==> config.mk <==
export PLATFORM = sky130hd
export DESIGN_NAME = decode_issue_top
export DESIGN_NICKNAME = d
export VERILOG_FILES = /design/src/hdl/issue_pkg.sv /design/src/hdl/issue_ifs.sv /design/src/hdl/decode_issue_top.sv /design/src/hdl/rs_dispatch.sv /design/src/hdl/issue_ctrl.sv /design/src/hdl/operand_bypass.sv /design/src/hdl/inst_decode.sv
export SDC_FILE = /design/constraint.sdc
export NUM_CORES = 1
export LEC_CHECK = 0
export BUFFER_PORTS_ARGS = -buffer_cell sky130_fd_sc_hd__buf_2
export CORE_AREA = 2 2 225 227
export DETAILED_ROUTE_END_ITERATION = 12
export DIE_AREA = 0 0 227 229
export PLACE_DENSITY_LB_ADDON = 0.15
export RECOVER_POWER = 25
export REMOVE_ABC_BUFFERS = 1
export SKIP_CTS_REPAIR_TIMING = 1
export SYNTH_ARGS = -nofsm -noshare
export SYNTH_HDL_FRONTEND = slang
export SYNTH_HIERARCHICAL = 1
export SYNTH_SLANG_ARGS = --single-unit
==> constraint.sdc <==
create_clock -name clk -period 17.3 [get_ports clk]
set_input_delay 2.595 -clock clk [delete_from_list [all_inputs] [get_ports clk]]
set_output_delay 2.595 -clock clk [all_outputs]
set_load 0.005 [all_outputs]
==> src/hdl/issue_pkg.sv <==
package issue_pkg;

    // ==================================================
    // widths
    // ==================================================
    localparam int XLEN       = 32;  // data word width.
    localparam int REG_ADDR_W = 5;   // architectural register number.
    localparam int OPC_W      = 7;
    localparam int FUNCT3_W   = 3;
    localparam int FUNCT7_W   = 7;
    localparam int U_IMM_W    = 20;

    // ==================================================
    // encodings
    // ==================================================
    typedef enum logic [OPC_W-1:0] {
        OPC_IMM   = 7'b0010011,
        OPC_REG   = 7'b0110011,
        OPC_LUI   = 7'b0110111,
        OPC_AUIPC = 7'b0010111
    } opcode_e;

    // add, sll, xor, or and and line up with funct3.
    typedef enum logic [2:0] {
        ALU_ADD = 3'b000,
        ALU_SLL = 3'b001,
        ALU_SRA = 3'b010,
        ALU_SUB = 3'b011,
        ALU_XOR = 3'b100,
        ALU_SRL = 3'b101,
        ALU_OR  = 3'b110,
        ALU_AND = 3'b111
    } alu_op_e;

    typedef enum logic [2:0] {
        CMP_LT  = 3'b100,
        CMP_LTU = 3'b110
    } cmp_op_e;

    // ==================================================
    // instruction word
    // ==================================================
    typedef struct packed {
        logic [FUNCT7_W-1:0]   funct7;
        logic [REG_ADDR_W-1:0] rs2;
        logic [REG_ADDR_W-1:0] rs1;
        logic [FUNCT3_W-1:0]   funct3;
        logic [REG_ADDR_W-1:0] rd;
        logic [OPC_W-1:0]      opcode;
    } r_fmt_t;

    typedef struct packed {
        logic [U_IMM_W-1:0]    imm_hi;
        logic [REG_ADDR_W-1:0] rd;
        logic [OPC_W-1:0]      opcode;
    } u_fmt_t;

    typedef union packed {
        r_fmt_t r_fmt;  // op and op-imm view.
        u_fmt_t u_fmt;  // lui and auipc view.
    } inst_u;

endpackage
==> src/hdl/issue_ifs.sv <==
// resolved source operands, bypass to issue control.
interface operand_if #(
    parameter int TAG_W = 3
);
    logic [issue_pkg::XLEN-1:0] vj;
    logic [issue_pkg::XLEN-1:0] vk;
    logic [TAG_W-1:0]           qj;
    logic [TAG_W-1:0]           qk;

    modport src (output vj, vk, qj, qk);
    modport dst (input vj, vk, qj, qk);
endinterface

// one issue request toward the station and rob registers.
interface issue_if #(
    parameter int TAG_W = 3
);
    logic                             to_alu;  // one cycle strobe.
    logic                             to_cmp;  // one cycle strobe.
    issue_pkg::alu_op_e               alu_op;
    issue_pkg::cmp_op_e               cmp_op;
    logic [issue_pkg::XLEN-1:0]       vj;
    logic [issue_pkg::XLEN-1:0]       vk;
    logic [TAG_W-1:0]                 qj;
    logic [TAG_W-1:0]                 qk;
    logic [TAG_W-1:0]                 dest;
    logic [issue_pkg::REG_ADDR_W-1:0] rd;

    modport req (
        output to_alu, to_cmp, alu_op, cmp_op, vj, vk, qj, qk, dest, rd
    );
    modport take (
        input to_alu, to_cmp, alu_op, cmp_op, vj, vk, qj, qk, dest, rd
    );
endinterface

==> src/hdl/decode_issue_top.sv <==
module decode_issue_top #(
    parameter int TAG_W = 3
) (
    input  logic                                   clk,
    input  logic                                   rst,
    // instruction queue
    input  logic                                   i_valid,
    input  logic [issue_pkg::XLEN-1:0]             i_inst,
    input  logic [issue_pkg::XLEN-1:0]             i_pc,
    output logic                                   o_shift,
    // register file
    output logic [issue_pkg::REG_ADDR_W-1:0]       o_rs1,
    output logic [issue_pkg::REG_ADDR_W-1:0]       o_rs2,
    input  logic [TAG_W-1:0]                       i_reg_qj,
    input  logic [TAG_W-1:0]                       i_reg_qk,
    input  logic [issue_pkg::XLEN-1:0]             i_reg_vj,
    input  logic [issue_pkg::XLEN-1:0]             i_reg_vk,
    output logic                                   o_load_tag,
    output logic [TAG_W-1:0]                       o_tag_out,
    output logic [issue_pkg::REG_ADDR_W-1:0]       o_rd_out,
    // rob
    input  logic [(1<<TAG_W)-1:0]                  i_rob_ready,
    input  logic [(1<<TAG_W)*issue_pkg::XLEN-1:0]  i_rob_vals,
    input  logic [TAG_W-1:0]                       i_rob_free_tag,
    output logic                                   o_rob_valid,
    output logic [issue_pkg::REG_ADDR_W-1:0]       o_rob_dest,
    // reservation stations
    input  logic                                   i_alu_ready,
    input  logic                                   i_cmp_ready,
    output logic                                   o_alu_valid,
    output issue_pkg::alu_op_e                     o_alu_op,
    output logic [issue_pkg::XLEN-1:0]             o_alu_vj,
    output logic [issue_pkg::XLEN-1:0]             o_alu_vk,
    output logic [TAG_W-1:0]                       o_alu_qj,
    output logic [TAG_W-1:0]                       o_alu_qk,
    output logic [TAG_W-1:0]                       o_alu_dest,
    output logic                                   o_cmp_valid,
    output issue_pkg::cmp_op_e                     o_cmp_op,
    output logic [issue_pkg::XLEN-1:0]             o_cmp_vj,
    output logic [issue_pkg::XLEN-1:0]             o_cmp_vk,
    output logic [TAG_W-1:0]                       o_cmp_qj,
    output logic [TAG_W-1:0]                       o_cmp_qk,
    output logic [TAG_W-1:0]                       o_cmp_dest
);
    logic [issue_pkg::REG_ADDR_W-1:0] rd;
    logic                             opc_ok;
    logic                             to_cmp;
    logic                             use_imm;
    logic                             zero_j;
    logic                             pc_j;
    logic [issue_pkg::XLEN-1:0]       imm;
    logic [issue_pkg::XLEN-1:0]       pc;
    issue_pkg::alu_op_e               alu_op;
    issue_pkg::cmp_op_e               cmp_op;

    operand_if #(.TAG_W(TAG_W)) opnd ();
    issue_if   #(.TAG_W(TAG_W)) req ();

    inst_decode u_decode (
        .i_inst    (i_inst),
        .i_pc      (i_pc),
        .o_rs1     (o_rs1),
        .o_rs2     (o_rs2),
        .o_rd      (rd),
        .o_opc_ok  (opc_ok),
        .o_to_cmp  (to_cmp),
        .o_use_imm (use_imm),
        .o_zero_j  (zero_j),
        .o_pc_j    (pc_j),
        .o_imm     (imm),
        .o_pc      (pc),
        .o_alu_op  (alu_op),
        .o_cmp_op  (cmp_op)
    );

    operand_bypass #(.TAG_W(TAG_W)) u_bypass (
        .i_reg_qj    (i_reg_qj),
        .i_reg_qk    (i_reg_qk),
        .i_reg_vj    (i_reg_vj),
        .i_reg_vk    (i_reg_vk),
        .i_rob_ready (i_rob_ready),
        .i_rob_vals  (i_rob_vals),
        .o_opnd      (opnd.src)
    );

    issue_ctrl #(.TAG_W(TAG_W)) u_ctrl (
        .i_valid     (i_valid),
        .i_opc_ok    (opc_ok),
        .i_to_cmp    (to_cmp),
        .i_use_imm   (use_imm),
        .i_zero_j    (zero_j),
        .i_pc_j      (pc_j),
        .i_imm       (imm),
        .i_pc        (pc),
        .i_rd        (rd),
        .i_alu_op    (alu_op),
        .i_cmp_op    (cmp_op),
        .i_opnd      (opnd.dst),
        .i_free_tag  (i_rob_free_tag),
        .i_alu_ready (i_alu_ready),
        .i_cmp_ready (i_cmp_ready),
        .o_shift     (o_shift),
        .o_load_tag  (o_load_tag),
        .o_tag_out   (o_tag_out),
        .o_rd_out    (o_rd_out),
        .o_req       (req.req)
    );

    rs_dispatch #(.TAG_W(TAG_W)) u_dispatch (
        .clk         (clk),
        .rst         (rst),
        .i_req       (req.take),
        .o_alu_valid (o_alu_valid),
        .o_alu_op    (o_alu_op),
        .o_alu_vj    (o_alu_vj),
        .o_alu_vk    (o_alu_vk),
        .o_alu_qj    (o_alu_qj),
        .o_alu_qk    (o_alu_qk),
        .o_alu_dest  (o_alu_dest),
        .o_cmp_valid (o_cmp_valid),
        .o_cmp_op    (o_cmp_op),
        .o_cmp_vj    (o_cmp_vj),
        .o_cmp_vk    (o_cmp_vk),
        .o_cmp_qj    (o_cmp_qj),
        .o_cmp_qk    (o_cmp_qk),
        .o_cmp_dest  (o_cmp_dest),
        .o_rob_valid (o_rob_valid),
        .o_rob_dest  (o_rob_dest)
    );

endmodule

==> src/hdl/rs_dispatch.sv <==
module rs_dispatch #(
    parameter int TAG_W = 3
) (
    input  logic                             clk,
    input  logic                             rst,
    issue_if.take                            i_req,
    output logic                             o_alu_valid,
    output issue_pkg::alu_op_e               o_alu_op,
    output logic [issue_pkg::XLEN-1:0]       o_alu_vj,
    output logic [issue_pkg::XLEN-1:0]       o_alu_vk,
    output logic [TAG_W-1:0]                 o_alu_qj,
    output logic [TAG_W-1:0]                 o_alu_qk,
    output logic [TAG_W-1:0]                 o_alu_dest,
    output logic                             o_cmp_valid,
    output issue_pkg::cmp_op_e               o_cmp_op,
    output logic [issue_pkg::XLEN-1:0]       o_cmp_vj,
    output logic [issue_pkg::XLEN-1:0]       o_cmp_vk,
    output logic [TAG_W-1:0]                 o_cmp_qj,
    output logic [TAG_W-1:0]                 o_cmp_qk,
    output logic [TAG_W-1:0]                 o_cmp_dest,
    output logic                             o_rob_valid,
    output logic [issue_pkg::REG_ADDR_W-1:0] o_rob_dest
);

    always_ff @(posedge clk) begin
        if (rst) begin
            o_alu_valid <= 1'b0;
            o_cmp_valid <= 1'b0;
        end else begin
            o_alu_valid <= i_req.to_alu;  // single cycle pulse.
            o_cmp_valid <= i_req.to_cmp;
        end
    end

    always_ff @(posedge clk) begin
        if (i_req.to_alu) begin
            o_alu_op   <= i_req.alu_op;
            o_alu_vj   <= i_req.vj;
            o_alu_vk   <= i_req.vk;
            o_alu_qj   <= i_req.qj;
            o_alu_qk   <= i_req.qk;
            o_alu_dest <= i_req.dest;
        end
        if (i_req.to_cmp) begin
            o_cmp_op   <= i_req.cmp_op;
            o_cmp_vj   <= i_req.vj;
            o_cmp_vk   <= i_req.vk;
            o_cmp_qj   <= i_req.qj;
            o_cmp_qk   <= i_req.qk;
            o_cmp_dest <= i_req.dest;
        end
        if (i_req.to_alu || i_req.to_cmp) begin
            o_rob_dest <= i_req.rd;  // rob entry names the target register.
        end
    end

    assign o_rob_valid = o_alu_valid | o_cmp_valid;

endmodule

==> src/hdl/issue_ctrl.sv <==
module issue_ctrl #(
    parameter int TAG_W = 3
) (
    input  logic                             i_valid,
    input  logic                             i_opc_ok,
    input  logic                             i_to_cmp,
    input  logic                             i_use_imm,
    input  logic                             i_zero_j,
    input  logic                             i_pc_j,
    input  logic [issue_pkg::XLEN-1:0]       i_imm,
    input  logic [issue_pkg::XLEN-1:0]       i_pc,
    input  logic [issue_pkg::REG_ADDR_W-1:0] i_rd,
    input  issue_pkg::alu_op_e               i_alu_op,
    input  issue_pkg::cmp_op_e               i_cmp_op,
    operand_if.dst                           i_opnd,
    input  logic [TAG_W-1:0]                 i_free_tag,
    input  logic                             i_alu_ready,
    input  logic                             i_cmp_ready,
    output logic                             o_shift,
    output logic                             o_load_tag,
    output logic [TAG_W-1:0]                 o_tag_out,
    output logic [issue_pkg::REG_ADDR_W-1:0] o_rd_out,
    issue_if.req                             o_req
);
    logic unit_ready;
    logic accept;
    logic const_j;

    // ==================================================
    // acceptance
    // ==================================================
    assign unit_ready = i_to_cmp ? i_cmp_ready : i_alu_ready;
    assign accept     = i_valid && i_opc_ok && (i_rd != '0) && (i_free_tag != '0) && unit_ready;

    assign o_shift    = accept;  // queue pops only on issue.
    assign o_load_tag = accept;
    assign o_tag_out  = accept ? i_free_tag : '0;
    assign o_rd_out   = accept ? i_rd : '0;

    // ==================================================
    // operand select
    // ==================================================
    assign const_j = i_zero_j || i_pc_j;

    assign o_req.vj = i_zero_j ? '0 : (i_pc_j ? i_pc : i_opnd.vj);
    assign o_req.qj = const_j ? '0 : i_opnd.qj;
    assign o_req.vk = i_use_imm ? i_imm : i_opnd.vk;
    assign o_req.qk = i_use_imm ? '0 : i_opnd.qk;

    assign o_req.to_alu = accept && !i_to_cmp;
    assign o_req.to_cmp = accept && i_to_cmp;
    assign o_req.alu_op = i_alu_op;
    assign o_req.cmp_op = i_cmp_op;
    assign o_req.dest   = i_free_tag;
    assign o_req.rd     = i_rd;

endmodule

==> src/hdl/operand_bypass.sv <==
module operand_bypass #(
    parameter int TAG_W = 3
) (
    input  logic [TAG_W-1:0]                       i_reg_qj,
    input  logic [TAG_W-1:0]                       i_reg_qk,
    input  logic [issue_pkg::XLEN-1:0]             i_reg_vj,
    input  logic [issue_pkg::XLEN-1:0]             i_reg_vk,
    input  logic [(1<<TAG_W)-1:0]                  i_rob_ready,
    input  logic [(1<<TAG_W)*issue_pkg::XLEN-1:0]  i_rob_vals,
    operand_if.src                                 o_opnd
);
    logic hit_j;
    logic hit_k;

    // a waiting source whose producer already sits ready in the rob.
    function automatic logic fwd_hit(input logic [TAG_W-1:0] q,
                                     input logic [(1<<TAG_W)-1:0] rdy);
        return (q != '0) && rdy[q];
    endfunction

    assign hit_j = fwd_hit(i_reg_qj, i_rob_ready);
    assign hit_k = fwd_hit(i_reg_qk, i_rob_ready);

    assign o_opnd.vj = hit_j ? i_rob_vals[i_reg_qj*issue_pkg::XLEN +: issue_pkg::XLEN] : i_reg_vj;
    assign o_opnd.vk = hit_k ? i_rob_vals[i_reg_qk*issue_pkg::XLEN +: issue_pkg::XLEN] : i_reg_vk;
    assign o_opnd.qj = hit_j ? '0 : i_reg_qj;  // forwarded value needs no tag.
    assign o_opnd.qk = hit_k ? '0 : i_reg_qk;

endmodule

==> src/hdl/inst_decode.sv <==
module inst_decode (
    input  issue_pkg::inst_u                 i_inst,
    input  logic [issue_pkg::XLEN-1:0]       i_pc,
    output logic [issue_pkg::REG_ADDR_W-1:0] o_rs1,
    output logic [issue_pkg::REG_ADDR_W-1:0] o_rs2,
    output logic [issue_pkg::REG_ADDR_W-1:0] o_rd,
    output logic                             o_opc_ok,
    output logic                             o_to_cmp,
    output logic                             o_use_imm,
    output logic                             o_zero_j,
    output logic                             o_pc_j,
    output logic [issue_pkg::XLEN-1:0]       o_imm,
    output logic [issue_pkg::XLEN-1:0]       o_pc,
    output issue_pkg::alu_op_e               o_alu_op,
    output issue_pkg::cmp_op_e               o_cmp_op
);
    issue_pkg::opcode_e         opcode;
    logic [2:0]                 funct3;
    logic                       f7_alt;
    logic [issue_pkg::XLEN-1:0] i_imm;
    logic [issue_pkg::XLEN-1:0] u_imm;
    logic                       is_slt;
    issue_pkg::alu_op_e         arith_op;

    assign opcode = issue_pkg::opcode_e'(i_inst.r_fmt.opcode);
    assign funct3 = i_inst.r_fmt.funct3;
    assign f7_alt = i_inst.r_fmt.funct7[5];
    assign o_rs1  = i_inst.r_fmt.rs1;
    assign o_rs2  = i_inst.r_fmt.rs2;
    assign o_rd   = i_inst.r_fmt.rd;
    assign o_pc   = i_pc;

    assign i_imm = {{20{i_inst.r_fmt.funct7[6]}}, i_inst.r_fmt.funct7, i_inst.r_fmt.rs2};
    assign u_imm = {i_inst.u_fmt.imm_hi, 12'h000};

    assign is_slt   = (funct3 == 3'b010) || (funct3 == 3'b011);
    assign o_cmp_op = (funct3 == 3'b011) ? issue_pkg::CMP_LTU : issue_pkg::CMP_LT;

    always_comb begin
        case (funct3)
            3'b000:  arith_op = (f7_alt && opcode == issue_pkg::OPC_REG) ?
                                issue_pkg::ALU_SUB : issue_pkg::ALU_ADD;  // addi has no sub.
            3'b101:  arith_op = f7_alt ? issue_pkg::ALU_SRA : issue_pkg::ALU_SRL;
            default: arith_op = issue_pkg::alu_op_e'(funct3);
        endcase
    end

    always_comb begin
        o_opc_ok  = 1'b1;
        o_to_cmp  = 1'b0;
        o_use_imm = 1'b0;
        o_zero_j  = 1'b0;
        o_pc_j    = 1'b0;
        o_imm     = i_imm;
        o_alu_op  = arith_op;
        case (opcode)
            issue_pkg::OPC_IMM: begin
                o_use_imm = 1'b1;
                o_to_cmp  = is_slt;
            end
            issue_pkg::OPC_REG: o_to_cmp = is_slt;
            issue_pkg::OPC_LUI, issue_pkg::OPC_AUIPC: begin
                o_use_imm = 1'b1;
                o_imm     = u_imm;
                o_alu_op  = issue_pkg::ALU_ADD;  // 0 or pc plus upper imm.
                o_zero_j  = (opcode == issue_pkg::OPC_LUI);
                o_pc_j    = (opcode == issue_pkg::OPC_AUIPC);
            end
            default: o_opc_ok = 1'b0;
        endcase
    end

endmodule

==> impl_metrics.toml <==
[placed_design]
port_buffers = 584
place_inst = 2091
gp_congestion = 0.812
place_area_um2 = 14900
dpl.hpwl_um = 39500

[cts]
ctsRootBufferMaster = "clkbuf_16"
clockBufferDepth = 2
htree_levels = 4
cts_buffers = 17
cts.sinks = 159
clk_pin_slew_worst_paths_ns = 0.07
cts_tree = "built"

[timing]
min_period_ns = 7.43
setup_viol = 0
timing.setup.tns_ns = 0
final-hold-violation-count = 0
holdWs_ns = 2.35
period_share_pct = 42.9
drv_slew = 35
rsz0062_at_grt = "no"
maxSlewHeadroom_pct = -44.7
clock.fmax_mhz = 135
tightestPinTransition_ns = 2.17

[logic_synthesis]
synth_top_area_cell = "edfxtp_1"
syn_inst = 966
async_reset_ff_share_pct = 0
synth_top_flop_cell = "edfxtp_1"
synthTopCellsByArea = "edfxtp_1, mux4_2, nand2_1"
synth_edf_count = 157
synthDominantCellAreaShare_pct = 39.2
synthTopCellsByCount = "nand2_1, edfxtp_1, mux4_2"
synth_cell_types = 44
syn_area_per_cell_um2 = 12.5
synth_warnings = 6
synthesis.area_um2 = 12000
yosysMostFrequentCell = "nand2_1"
synth_seq_cells = 159
seq_area_frac_synth_pct = 39.5

[global_route]
grt_pass1_vias = 10700
track_usage_pct = 20.0
antenna_found_initial = 13
grt_max_degree = 68
grt_pass1_wl_um = 73500
overflow = 0

[floorplan]
start_util_pct = 24.2
num_rows = 82
pin_count = 586
floorplan.die_area_um2 = 52000
die_h_um = 229
core_area_um2 = 49700
die_w_um = 227

[detailed_routing]
drtIter0Drc = 699
vias = 10400
firstDrtPassIters = 5
final_antenna_net_count = 0
vias_per_cell = 4.89
drcViolationCount = 0
wire_per_inst_um = 24.8
wirelength_um = 52800

[hold_path]
min_path_type = "in2reg"

[worst_setup_path]
max_stage_delay_ns = 0.55
critPathCaptureType = "output port"
cp_cell_sequence = "buf_2 -> and4bb_1 -> nand2_1 -> nor4b_1 -> nand2_1 -> a211oi_1 -> and2_1 -> buf_2"
worstPathRequired_ns = 14.70
crit_slowest_cell = "a211oi_1"
crit_path_max_fanout = 5
cp-start-kind = "input pin"
worstSetupPathType = "in2out"
arrival_ns = 4.83

[final_layout]
layout.nets = 1844
final_area_um2 = 15400
synthToLayoutAreaGrowth_pct = 27.8
drive_gt1_share_pct = 49.4
final_cells = 2130

[flow_run]
max_cap_viol_count = 1

[outcome]
status = "finished with violations"
violations = "capacitance limit, slew limit"

[power]
ir_drop_uv = 49.4
power_leakage_nw = 5.90
power_density_nw_per_um2 = 71.6
sequential cells by signal (all words and copies together) (netlist names):
register and flops:
u_dispatch/o_cmp_op 3, u_dispatch/o_cmp_dest 3, u_dispatch/o_alu_qk 3, u_dispatch/o_alu_valid 1
u_dispatch/o_cmp_qj 3, u_dispatch/o_cmp_vk 32, u_dispatch/o_rob_dest 5, u_dispatch/o_cmp_vj 32
u_dispatch/o_cmp_valid 1, u_dispatch/o_alu_dest 3, u_dispatch/o_alu_vj 32, u_dispatch/o_cmp_qk 3
u_dispatch/o_alu_vk 32, u_dispatch/o_alu_qj 3, u_dispatch/o_alu_op 3
path summary, 6_finish.rpt:
kind,from,slack [ns],cells after the start,endpoint
hold / removal,i_inst[8],2.35,1,u_dispatch/o_rob_dest[1]
setup / recovery,i_inst[6],9.87,8,o_rd_out[1]
where the power goes:
part	switching [mW]	internal (mW)	total, mW
Sequential	0.000296	0.433	0.433
Combinational	0.140	0.124	0.265
Clock	0.185	0.218	0.403
Total	0.326	0.775	1.10
cell families after synthesis:
| logic type | Yosys count | synth area share, % |
|---|---|---|
| AND/OR/NAND/NOR | 282 | 10.1 |
| flip-flops | 159 | 39.5 |
| other | 2 | 0.0624 |
| buffers and inverters | 157 | 9.47 |
| multiplexers | 204 | 31.0 |
| AO/OA/AOI/OAI | 162 | 9.92 |
metrics by stage:
step	utilization [%]	power [mW]	worst slack, ns
3_3_place_gp	30.0	0.704	10.03
6_report	31.0	1.10	9.87
2_1_floorplan	-	0.574	5.61
4_1_cts	31.2	1.12	10.0
5_1_grt	31.0	1.15	9.65
3_5_place_dp	30.0	0.707	10.0
layer usage:
metal  track usage, %  routed length (um)
met5                0                  69
met4             6.82                1070
met3             5.44                4080
met2             34.0               26200
met1             24.2               21300
worst max-delay path: cells and delay by family:
kind	cells	cell delay [ns]
buffers and inverters	2	0.21
AO/OA/AOI/OAI	1	0.55
AND/OR/NAND/NOR	5	1.49
cell usage in the layout, fill, tap and decap left out, drive strengths merged, types with 3 or more instances in the layout:
master,synthesis,layout
a211oi,4,4
inv,6,14
nand2,195,195
clkbuf,11,124
nor3,3,3
mux4,128,128
nor2,39,39
diode,0,7
edfxtp,157,157
mux2,34,34
and2,11,11
a32oi,64,64
a21oi,66,66
buf,140,498
nor3b,3,3
o21a,4,4
clkinv,0,3
a21o,20,20
nor2b,16,16
mux2i,42,42
cell type report:
class | instances | area (um^2)
multi-input cells | 650 | 6190
clock buffers | 18 | 429
repair buffers | 604 | 2950
flip-flops and latches | 159 | 4750
fillers | 5234 | 34300
well taps | 672 | 841
diodes | 7 | 17.5
inverters | 6 | 22.5
clock inverters | 14 | 170
Power figures use the tool's default switching activity.
